===== src/hub75_pkg.sv =====
/*
 * HUB75 panel driver shared definitions
 * panel geometry, modulation constants and the pipeline structs
 */
`default_nettype none

package hub75_pkg;

    // one panel, top and bottom half share the row select
    localparam int panel_width = 16;
    localparam int panel_halfheight = 4;

    // bits per colour, one bit plane per bit
    localparam int brightness_levels = 4;
    // lsb plane on-time in clk_in cycles
    localparam int base_on_cycles = 8;

    localparam int column_bits = $clog2(panel_width);
    localparam int row_bits = $clog2(panel_halfheight);
    // wide enough to hold the msb plane on-time
    localparam int on_time_bits = $clog2(base_on_cycles << (brightness_levels - 1)) + 1;

    // intensity of one colour channel
    typedef logic [brightness_levels-1:0] colour_t;

    typedef struct packed {
        colour_t red;
        colour_t green;
        colour_t blue;
    } pixel_t;

    // host write port, en is a single-cycle strobe
    typedef struct packed {
        logic en;
        logic half;
        logic [row_bits-1:0] row;
        logic [column_bits-1:0] column;
        pixel_t pixel;
    } host_wr_t;

    // load command from the scan controller
    typedef struct packed {
        logic valid;
        // column 0, final command of the plane
        logic last;
        logic [column_bits-1:0] column;
        logic [row_bits-1:0] row;
        // one-hot bit select
        colour_t mask;
    } scan_cmd_t;

    // matched top/bottom pixel pair plus the command flags
    typedef struct packed {
        logic valid;
        logic last;
        colour_t mask;
        pixel_t top;
        pixel_t bottom;
    } fetch_t;

    typedef struct packed {
        logic r0;
        logic g0;
        logic b0;
        logic r1;
        logic g1;
        logic b1;
    } rgb_pins_t;

endpackage

`default_nettype wire

===== src/hub75_top.sv =====
/*
 * HUB75 LED matrix driver top level
 * scan controller, frame buffer and shifter in a three-stage pipeline
 */
`default_nettype none

module hub75_top import hub75_pkg::*; (
    input  logic                clk_in,
    input  logic                reset,
    input  host_wr_t            host_wr,
    output rgb_pins_t           rgb,
    output logic                pixel_clk,
    output logic                row_latch,
    output logic                output_enable,
    output logic [row_bits-1:0] row_address
);

    scan_cmd_t scan_cmd;
    fetch_t    fetch;

    // row_latch loops back to step the scan sequence
    matrix_scan matrix_scan_inst (
        .clk_in            (clk_in),
        .reset             (reset),
        .row_latch         (row_latch),
        .scan_cmd          (scan_cmd),
        .row_address_active(row_address),
        .output_enable     (output_enable)
    );

    frame_buffer frame_buffer_inst (
        .clk_in  (clk_in),
        .reset   (reset),
        .host_wr (host_wr),
        .scan_cmd(scan_cmd),
        .fetch   (fetch)
    );

    pixel_fetch pixel_fetch_inst (
        .clk_in   (clk_in),
        .reset    (reset),
        .fetch    (fetch),
        .rgb      (rgb),
        .pixel_clk(pixel_clk),
        .row_latch(row_latch)
    );

endmodule

`default_nettype wire


===== src/pixel_fetch.sv =====
/*
 * Bit-plane selector and HUB75 shifter
 * drives rgb data, the shift clock and the row latch
 */
`default_nettype none

module pixel_fetch import hub75_pkg::*; (
    input  logic      clk_in,
    input  logic      reset,
    input  fetch_t    fetch,
    output rgb_pins_t rgb,
    output logic      pixel_clk,
    output logic      row_latch
);

    rgb_pins_t rgb_next;

    // flag pipeline behind the data
    logic valid_d;
    logic last_d;
    logic last_dd;

    // pick the plane bit of each colour, one-hot mask so a reduce-or is enough
    always_comb begin
        rgb_next.r0 = |(fetch.top.red & fetch.mask);
        rgb_next.g0 = |(fetch.top.green & fetch.mask);
        rgb_next.b0 = |(fetch.top.blue & fetch.mask);
        rgb_next.r1 = |(fetch.bottom.red & fetch.mask);
        rgb_next.g1 = |(fetch.bottom.green & fetch.mask);
        rgb_next.b1 = |(fetch.bottom.blue & fetch.mask);
    end

    // data pins, held between loads
    always_ff @(posedge clk_in) begin
        if (reset) begin
            rgb <= '0;
        end else if (fetch.valid) begin
            rgb <= rgb_next;
        end
    end

    // shift clock one cycle after the data, so rgb is stable a full cycle
    // before the panel samples it
    always_ff @(posedge clk_in) begin
        if (reset) begin
            valid_d <= 1'b0;
            pixel_clk <= 1'b0;
        end else begin
            valid_d <= fetch.valid;
            pixel_clk <= valid_d;
        end
    end

    // latch follows the last shift clock pulse
    always_ff @(posedge clk_in) begin
        if (reset) begin
            last_d <= 1'b0;
            last_dd <= 1'b0;
            row_latch <= 1'b0;
        end else begin
            last_d <= fetch.valid && fetch.last;
            last_dd <= last_d;
            row_latch <= last_dd;
        end
    end

endmodule

`default_nettype wire


===== src/frame_buffer.sv =====
/*
 * Two-bank frame buffer
 * host write port, both halves read together for each scan command
 */
`default_nettype none

module frame_buffer import hub75_pkg::*; (
    input  logic      clk_in,
    input  logic      reset,
    input  host_wr_t  host_wr,
    input  scan_cmd_t scan_cmd,
    output fetch_t    fetch
);

    // bank 0 is the top half, bank 1 the bottom
    pixel_t top_bank [panel_halfheight * panel_width];
    pixel_t bottom_bank [panel_halfheight * panel_width];

    logic [row_bits+column_bits-1:0] wr_addr;
    logic [row_bits+column_bits-1:0] rd_addr;

    logic    valid_q;
    logic    last_q;
    colour_t mask_q;
    pixel_t  top_q;
    pixel_t  bottom_q;

    // row major, same layout in both banks
    assign wr_addr = {host_wr.row, host_wr.column};
    assign rd_addr = {scan_cmd.row, scan_cmd.column};

    always_ff @(posedge clk_in) begin
        if (host_wr.en && !host_wr.half) begin
            top_bank[wr_addr] <= host_wr.pixel;
        end
        if (host_wr.en && host_wr.half) begin
            bottom_bank[wr_addr] <= host_wr.pixel;
        end
        // read stage, mask rides along with the data
        if (scan_cmd.valid) begin
            top_q <= top_bank[rd_addr];
            bottom_q <= bottom_bank[rd_addr];
            mask_q <= scan_cmd.mask;
        end
    end

    always_ff @(posedge clk_in) begin
        if (reset) begin
            valid_q <= 1'b0;
            last_q <= 1'b0;
        end else begin
            valid_q <= scan_cmd.valid;
            last_q <= scan_cmd.valid && scan_cmd.last;
        end
    end

    assign fetch = '{valid: valid_q, last: last_q, mask: mask_q, top: top_q, bottom: bottom_q};

endmodule

`default_nettype wire


===== src/matrix_scan.sv =====
/*
 * HUB75 scan controller
 * sequences columns, bit planes msb first and row pairs, keeps the lit row and mask
 */
`default_nettype none

module matrix_scan import hub75_pkg::*; (
    input  logic                clk_in,
    input  logic                reset,
    input  logic                row_latch,
    output scan_cmd_t           scan_cmd,
    output logic [row_bits-1:0] row_address_active,
    output logic                output_enable
);

    // plane being shifted out
    logic [row_bits-1:0] row;
    colour_t             mask;
    // plane currently lit
    colour_t             mask_active;

    logic [1:0] advance;
    logic       state_advance;
    logic       plane_start;
    logic       overlap_ok;

    logic [column_bits+1:0] pace_counter;
    logic                   shifting;
    logic [column_bits:0]   column_counter;
    logic                   column_running;

    logic                   cmd_valid;
    logic [column_bits-1:0] column;

    // next plane may go once the lit one is nearly done
    // shifting blocks a second trigger until this plane's latch is through
    assign state_advance = (!output_enable || overlap_ok) && !shifting;

    always_ff @(posedge clk_in) begin
        if (reset) begin
            advance <= 2'b00;
        end else begin
            advance <= {advance[0], state_advance};
        end
    end

    // rising edge of the advance condition
    assign plane_start = advance[0] && !advance[1];

    // busy window, commands plus four cycles to the latch and its echo
    countdown_timer #(
        .counter_width(column_bits + 2)
    ) pace_timer_inst (
        .clk_in (clk_in),
        .reset  (reset),
        .start  (plane_start),
        .value  ((column_bits + 2)'(2 * panel_width + 4)),
        .counter(pace_counter),
        .running(shifting)
    );

    // two counts per column, upper bits are the column address
    countdown_timer #(
        .counter_width(column_bits + 1)
    ) column_timer_inst (
        .clk_in (clk_in),
        .reset  (reset),
        .start  (plane_start),
        .value  ((column_bits + 1)'(2 * panel_width - 1)),
        .counter(column_counter),
        .running(column_running)
    );

    // pace count is even on every second cycle of the column run
    assign cmd_valid = column_running && !pace_counter[0];
    assign column = column_counter[column_bits:1];

    assign scan_cmd.valid = cmd_valid;
    assign scan_cmd.last = cmd_valid && (column == '0);
    assign scan_cmd.column = column;
    assign scan_cmd.row = row;
    assign scan_cmd.mask = mask;

    // latch hands the shifted plane to the panel and steps the sequence
    always_ff @(posedge clk_in) begin
        if (reset) begin
            row <= '0;
            mask <= colour_t'(1) << (brightness_levels - 1);
            row_address_active <= '0;
            mask_active <= '0;
        end else if (row_latch) begin
            row_address_active <= row;
            mask_active <= mask;
            if (mask[0]) begin
                // lsb done, back to msb on the next row pair
                mask <= colour_t'(1) << (brightness_levels - 1);
                if (row == row_bits'(panel_halfheight - 1)) begin
                    row <= '0;
                end else begin
                    row <= row + 1'b1;
                end
            end else begin
                mask <= mask >> 1;
            end
        end
    end

    bit_plane_timer bit_plane_timer_inst (
        .clk_in       (clk_in),
        .reset        (reset),
        .row_latch    (row_latch),
        .mask_active  (mask_active),
        .output_enable(output_enable),
        .overlap_ok   (overlap_ok)
    );

endmodule

`default_nettype wire


===== src/bit_plane_timer.sv =====
/*
 * Output enable timer for binary-coded modulation
 * on-time weighted by the active bit plane, flags when overlap may start
 */
`default_nettype none

module bit_plane_timer import hub75_pkg::*; (
    input  logic    clk_in,
    input  logic    reset,
    input  logic    row_latch,
    input  colour_t mask_active,
    output logic    output_enable,
    output logic    overlap_ok
);

    logic                    armed;
    logic [on_time_bits-1:0] on_time;
    logic [on_time_bits-1:0] counter;

    // base time shifted by the index of the set mask bit
    always_comb begin
        on_time = '0;
        for (int i = 0; i < brightness_levels; i++) begin
            if (mask_active[i]) begin
                on_time = on_time_bits'(base_on_cycles) << i;
            end
        end
    end

    // armed covers the first lit cycle while mask_active settles after the latch
    always_ff @(posedge clk_in) begin
        if (reset) begin
            armed <= 1'b0;
            counter <= '0;
        end else begin
            armed <= row_latch;
            if (armed) begin
                // armed cycle already counts as one
                counter <= on_time - 1'b1;
            end else if (counter != '0) begin
                counter <= counter - 1'b1;
            end
        end
    end

    assign output_enable = armed || (counter != '0);

    // remaining time fits one plane shift plus the pipeline to the latch
    assign overlap_ok = !armed && (counter <= on_time_bits'(2 * panel_width + 4));

endmodule

`default_nettype wire


===== src/countdown_timer.sv =====
/*
 * Loadable down-counter
 * loads on start, then counts to zero and stops there
 */
`default_nettype none

module countdown_timer #(
    parameter int counter_width = 8
) (
    input  logic                     clk_in,
    input  logic                     reset,
    input  logic                     start,
    input  logic [counter_width-1:0] value,
    output logic [counter_width-1:0] counter,
    output logic                     running
);

    // start wins over the running count, so a restart reloads
    always_ff @(posedge clk_in) begin
        if (reset) begin
            counter <= '0;
        end else if (start) begin
            counter <= value;
        end else if (running) begin
            counter <= counter - 1'b1;
        end
    end

    // still busy until the count has reached zero
    assign running = (counter != '0);

endmodule

`default_nettype wire


===== config.mk =====
export PLATFORM = sky130hd
export DESIGN_NAME = hub75_top
export DESIGN_NICKNAME = d
export VERILOG_FILES = /design/src/hub75_pkg.sv /design/src/hub75_top.sv /design/src/pixel_fetch.sv /design/src/frame_buffer.sv /design/src/matrix_scan.sv /design/src/bit_plane_timer.sv /design/src/countdown_timer.sv
export SDC_FILE = /design/constraint.sdc
export NUM_CORES = 1
export LEC_CHECK = 0
export ABC_AREA = 0
export BUFFER_PORTS_ARGS = -buffer_cell sky130_fd_sc_hd__buf_2
export CAP_MARGIN = 20
export CORE_MARGIN = 2
export CORE_UTILIZATION = 57
export DETAILED_ROUTE_END_ITERATION = 7
export GPL_ROUTABILITY_DRIVEN = 1
export PLACE_DENSITY = 0.73
export SYNTH_ARGS = -nofsm -noshare
export SYNTH_HDL_FRONTEND = slang
export SYNTH_SLANG_ARGS = --single-unit
export TNS_END_PERCENT = 50

===== constraint.sdc =====
create_clock -name clk_in -period 2.5 [get_ports clk_in]
set_input_delay 0.375 -clock clk_in [delete_from_list [all_inputs] [get_ports clk_in]]
set_output_delay 0.375 -clock clk_in [all_outputs]
set_load 0.005 [all_outputs]

==> summary.txt <==
Run status
  • Status: complete, but fails checks
  • Violated checks: setup timing

Final layout
  • P&R area growth vs syn: 15.8%
  • Post-route standard cell area excluding fillers: 0.0721 mm^2
  • Fill count: 6,675
  • Most frequent standard cell in the layout excluding fill and tap cells: sky130_fd_sc_hd__edfxtp_1
  • Final net count: about 3,500
  • Commonest cells after routing, fill and taps aside: 1,564 x sky130_fd_sc_hd__edfxtp_1, 324 x sky130_fd_sc_hd__buf_4, 292 x sky130_fd_sc_hd__mux2i_1, 284 x sky130_fd_sc_hd__mux4_2, 194 x sky130_fd_sc_hd__nor2_1
  • Antenna diode count: 0
  • Share of layout cells above drive strength 1: a little over a quarter
  • Final core area utilization: 66.4%

Route
  • Total number of vias: 32,419
  • First DRT Iteration DRCs: 4,371
  • Highest Signal Layer: met4
  • Routed wirelength normalized by instance count: 30.7 um
  • Residual DRC: 0
  • Total length of routed wires: roughly 150 mm
  • Post-Route M1 WL: about 58 mm
  • Met3 routed wirelength: 17.2 mm
  • Routed length on met2: 73.3 mm
  • Number of iterations in the first detailed-routing pass: 7
  • Routed Antenna Nets: 0
  • Routed vias/inst: 6.48

Clock tree
  • CTS tree: yes
  • Root buf cell: sky130_fd_sc_hd__clkbuf_16
  • CTS clock-pin slew for the worst setup and hold paths: ~0.06 ns
  • Max Buffers Root-to-Sink: 3
  • Clock Sinks: ~1,600
  • CTS Buf Count: 158
  • Number of levels the H-tree was split into: 4
  • Clock latency at the later pin of the worst-skew pair: between 0.7 and 0.8 ns

Timing
  • Fin Setup TNS: -0.00672 ns
  • Max-slew violation total from the final report: 0
  • Worst-case headroom to the max-slew limit: 25.1%
  • Share of the cycle needed by the critical path after routing: 100%
  • Minimum setup slack in the final design: -0.00672 ns
  • Worst-case clock skew: 0.0399 ns
  • Achievable Freq: 399 MHz
  • Final setup fails: 1
  • Actual slew at the worst max-slew pin: around 1.1 ns
  • Min Tclk post-route: 2.51 ns
  • Unrepaired setup endpoints after global routing: yes
  • Count of endpoints failing hold in the final timing report: 0

Synth
  • Avg Synthesized Cell Area: slightly above 20 um^2
  • Post-Syn Instances: 3,075
  • Count of state elements after synthesis: 1,610
  • Distinct cell type count of the synthesized netlist: 50
  • Total standard cell area after synthesis: 0.0622 mm^2
  • Top FF cell, synth: sky130_fd_sc_hd__edfxtp_1
  • Synth Warn #: 0
  • Proportion of register bits with asynchronous set or reset after synthesis: 0%
  • Post-Synthesis Net Count: ~3,100
  • Number of enable-type register cells in the synthesized netlist: 1,564
  • Portion of the post-synthesis area used by sequential elements: 77.0%

Worst setup path
  • Buffer and inverter count on the worst path: 3
  • Worst stage delay on the critical path: between 0.5 and 0.6 ns
  • Cell class contributing the biggest share of worst-path delay: multiplexers
  • Series of cell instances along the critical path: buf_12 -> buf_12 -> buf_4 -> mux4_2 -> mux2i_1 -> o21ai_0 -> a22o_1
  • Nature of the critical path startpoint: flip-flop
  • Worst Path Max Fanout: 15
  • Cell repeated most along the worst path: sky130_fd_sc_hd__buf_12
  • Critical path required time: 3.02 ns
  • Worst Path Arrival: 3.03 ns
  • Crit end category: flip-flop
  • Slack of the worst reg-to-reg path: -0.007 ns
  • Type of the worst setup path: reg2reg
  • Cell at the slowest stage of the critical path: sky130_fd_sc_hd__mux4_2

Floorplan
  • Core Area: 0.109 mm^2
  • Die height: 334 um
  • Total Die Area: around 0.11 mm^2
  • Horizontal die dimension: 334 um
  • Number of rows in the core area: 121
  • I/O pin count: 33
  • Starting utilization of the core area: 57.3%

Pwr
  • Maximum ir drop on the vdd rail: approximately 740 uV
  • Clock power frac: between 30 and 40%
  • Design internal power: about 51 mW
  • P per Cell Area: between 900 and 1000 mW/mm^2
  • Post-layout total power: roughly 70 mW
  • Fraction of power consumed by sequential logic: 43.4%
  • Net Switching: 19.8 mW
  • Leak pwr: 22.9 nW
  • Part of the power in combinational logic: between 20% and 30%
  • Sw Share: approximately 28%

Global routing
  • Wire length of the first global-routing pass: 221 mm
  • GR Overflow Total: 0
  • Largest net degree at the start of global routing: 129
  • Via count of the first global-routing pass: 32,312
  • Overall track demand over capacity in global routing: 27.7%
  • Number of antenna violations at the first check in global routing: 0

Place
  • Pre-CTS WS: -0.258 ns
  • Post-detailed-placement half-perimeter wirelength: 94.0 mm
  • Last weighted congestion value of the routability-driven placer: 0.863
  • Port Buf Inserts: 32
  • Placed inst area: 0.0667 mm^2

Min path
  • Class of the tightest hold or removal check: in2reg

Job
  • Total of max-cap violations: 0
[power by group through the flow]
stage / Sequential (mW) / Combinational [mW] / Clock, mW
after global placement: 31.4 / 16.3 / 0
after global routing: 30.9 / 18.3 / 24.0
after CTS: 30.8 / 16.9 / 23.0
final: 30.9 / 17.5 / 22.8
after floorplan: 31.0 / 10.8 / 0
after detailed placement: 31.4 / 16.6 / 0
[routing by layer]
metal	track usage [%]	up-vias
met5	0	-
met4	8.76	0
met3	6.37	280
met2	43.3	1923
met1	39.2	16787
li1	-	13429
[through the flow]
step / hold WS (ns) / instances
6_report: 0.0317 / 5004
5_1_grt: 0.0210 / 5004
4_1_cts: 0.00769 / 4990
3_5_place_dp: 0.432 / 4702
3_3_place_gp: 0.423 / 4702
2_1_floorplan: 0.406 / 3075
[final cells by class]
cell class                      instances  area, um^2  share of cell area [%]
Tap cell                             1414        1770                    2.46
Sequential cell                      1610       47900                    66.5
Timing Repair Buffer                  409        3830                    5.32
Inverter                                7        26.3                  0.0365
Clock buffer                          207        4270                    5.92
Multi-Input combinational cell       1279       13600                    18.8
Clock inverter                         78         693                   0.962
[registers in the layout (all words and copies together) (netlist names), 2 cells and up]
register / flops
frame_buffer_inst.bottom_bank: 768
frame_buffer_inst.top_bank: 768
frame_buffer_inst.fetch: 24
matrix_scan_inst.bit_plane_timer_inst.counter: 7
matrix_scan_inst.pace_timer_inst.counter: 6
pixel_fetch_inst.rgb: 6
matrix_scan_inst.column_timer_inst.counter: 5
frame_buffer_inst.mask_q: 4
matrix_scan_inst.mask: 4
matrix_scan_inst.mask_active: 4
matrix_scan_inst.advance: 2
matrix_scan_inst.row: 2
matrix_scan_inst.row_address_active: 2
[cell usage after synthesis, drive strengths merged, types with 8 or more instances]
cell | instances | share of area [%]
mux4 | 284 | 10
a22o | 20 | 0.28
a311oi | 10 | 0.14
clkbuf | 68 | 0.41
xnor2 | 8 | 0.11
a22oi | 65 | 0.78
mux2i | 307 | 4.9
edfxtp | 1564 | 75
a221oi | 40 | 0.60
a31oi | 25 | 0.25
nand2 | 67 | 0.40
nor2 | 197 | 1.2
o221ai | 20 | 0.28
nor2b | 14 | 0.14
o21ai | 89 | 0.72
dfxtp | 46 | 1.5
a21oi | 65 | 0.52
buf | 111 | 1.1
[cells by family after synthesis]
kind of cell    after synthesis  share of synthesized area (%)
flops                      1610                           77.0
buf+inv                     186                           1.58
xor+xnor                     10                          0.141
mux                         592                           15.2
simple gates                329                           2.27
fa+ha+maj                     5                          0.101
compound gates              343                           3.70
[what timing repair did]
action,CTS,global route
setup buffers,0,13
cloned,0,1
hold buffers,3,0
pin swaps,0,1
endpoints found under the setup margin,11,20
resized for setup,25,36
hold endpoints to repair,25,0
[final timing paths]
kind | startpoint | end | cells past startpoint
max | matrix_scan_inst.column_timer_inst.counter[1]$_SDFFE_PP0P_ | frame_buffer_inst.fetch[7]$_DFFE_PP_ | 7
min | host_wr[8] | frame_buffer_inst.top_bank[2][8]$_DFFE_PP_ | 1
max reg2reg | matrix_scan_inst.column_timer_inst.counter[1]$_SDFFE_PP0P_ | frame_buffer_inst.fetch[7]$_DFFE_PP_ | 7
min reg2reg | pixel_fetch_inst.last_d$_SDFF_PP0_ | pixel_fetch_inst.last_dd$_SDFF_PP0_ | 1
Power figures use the tool's default switching activity.
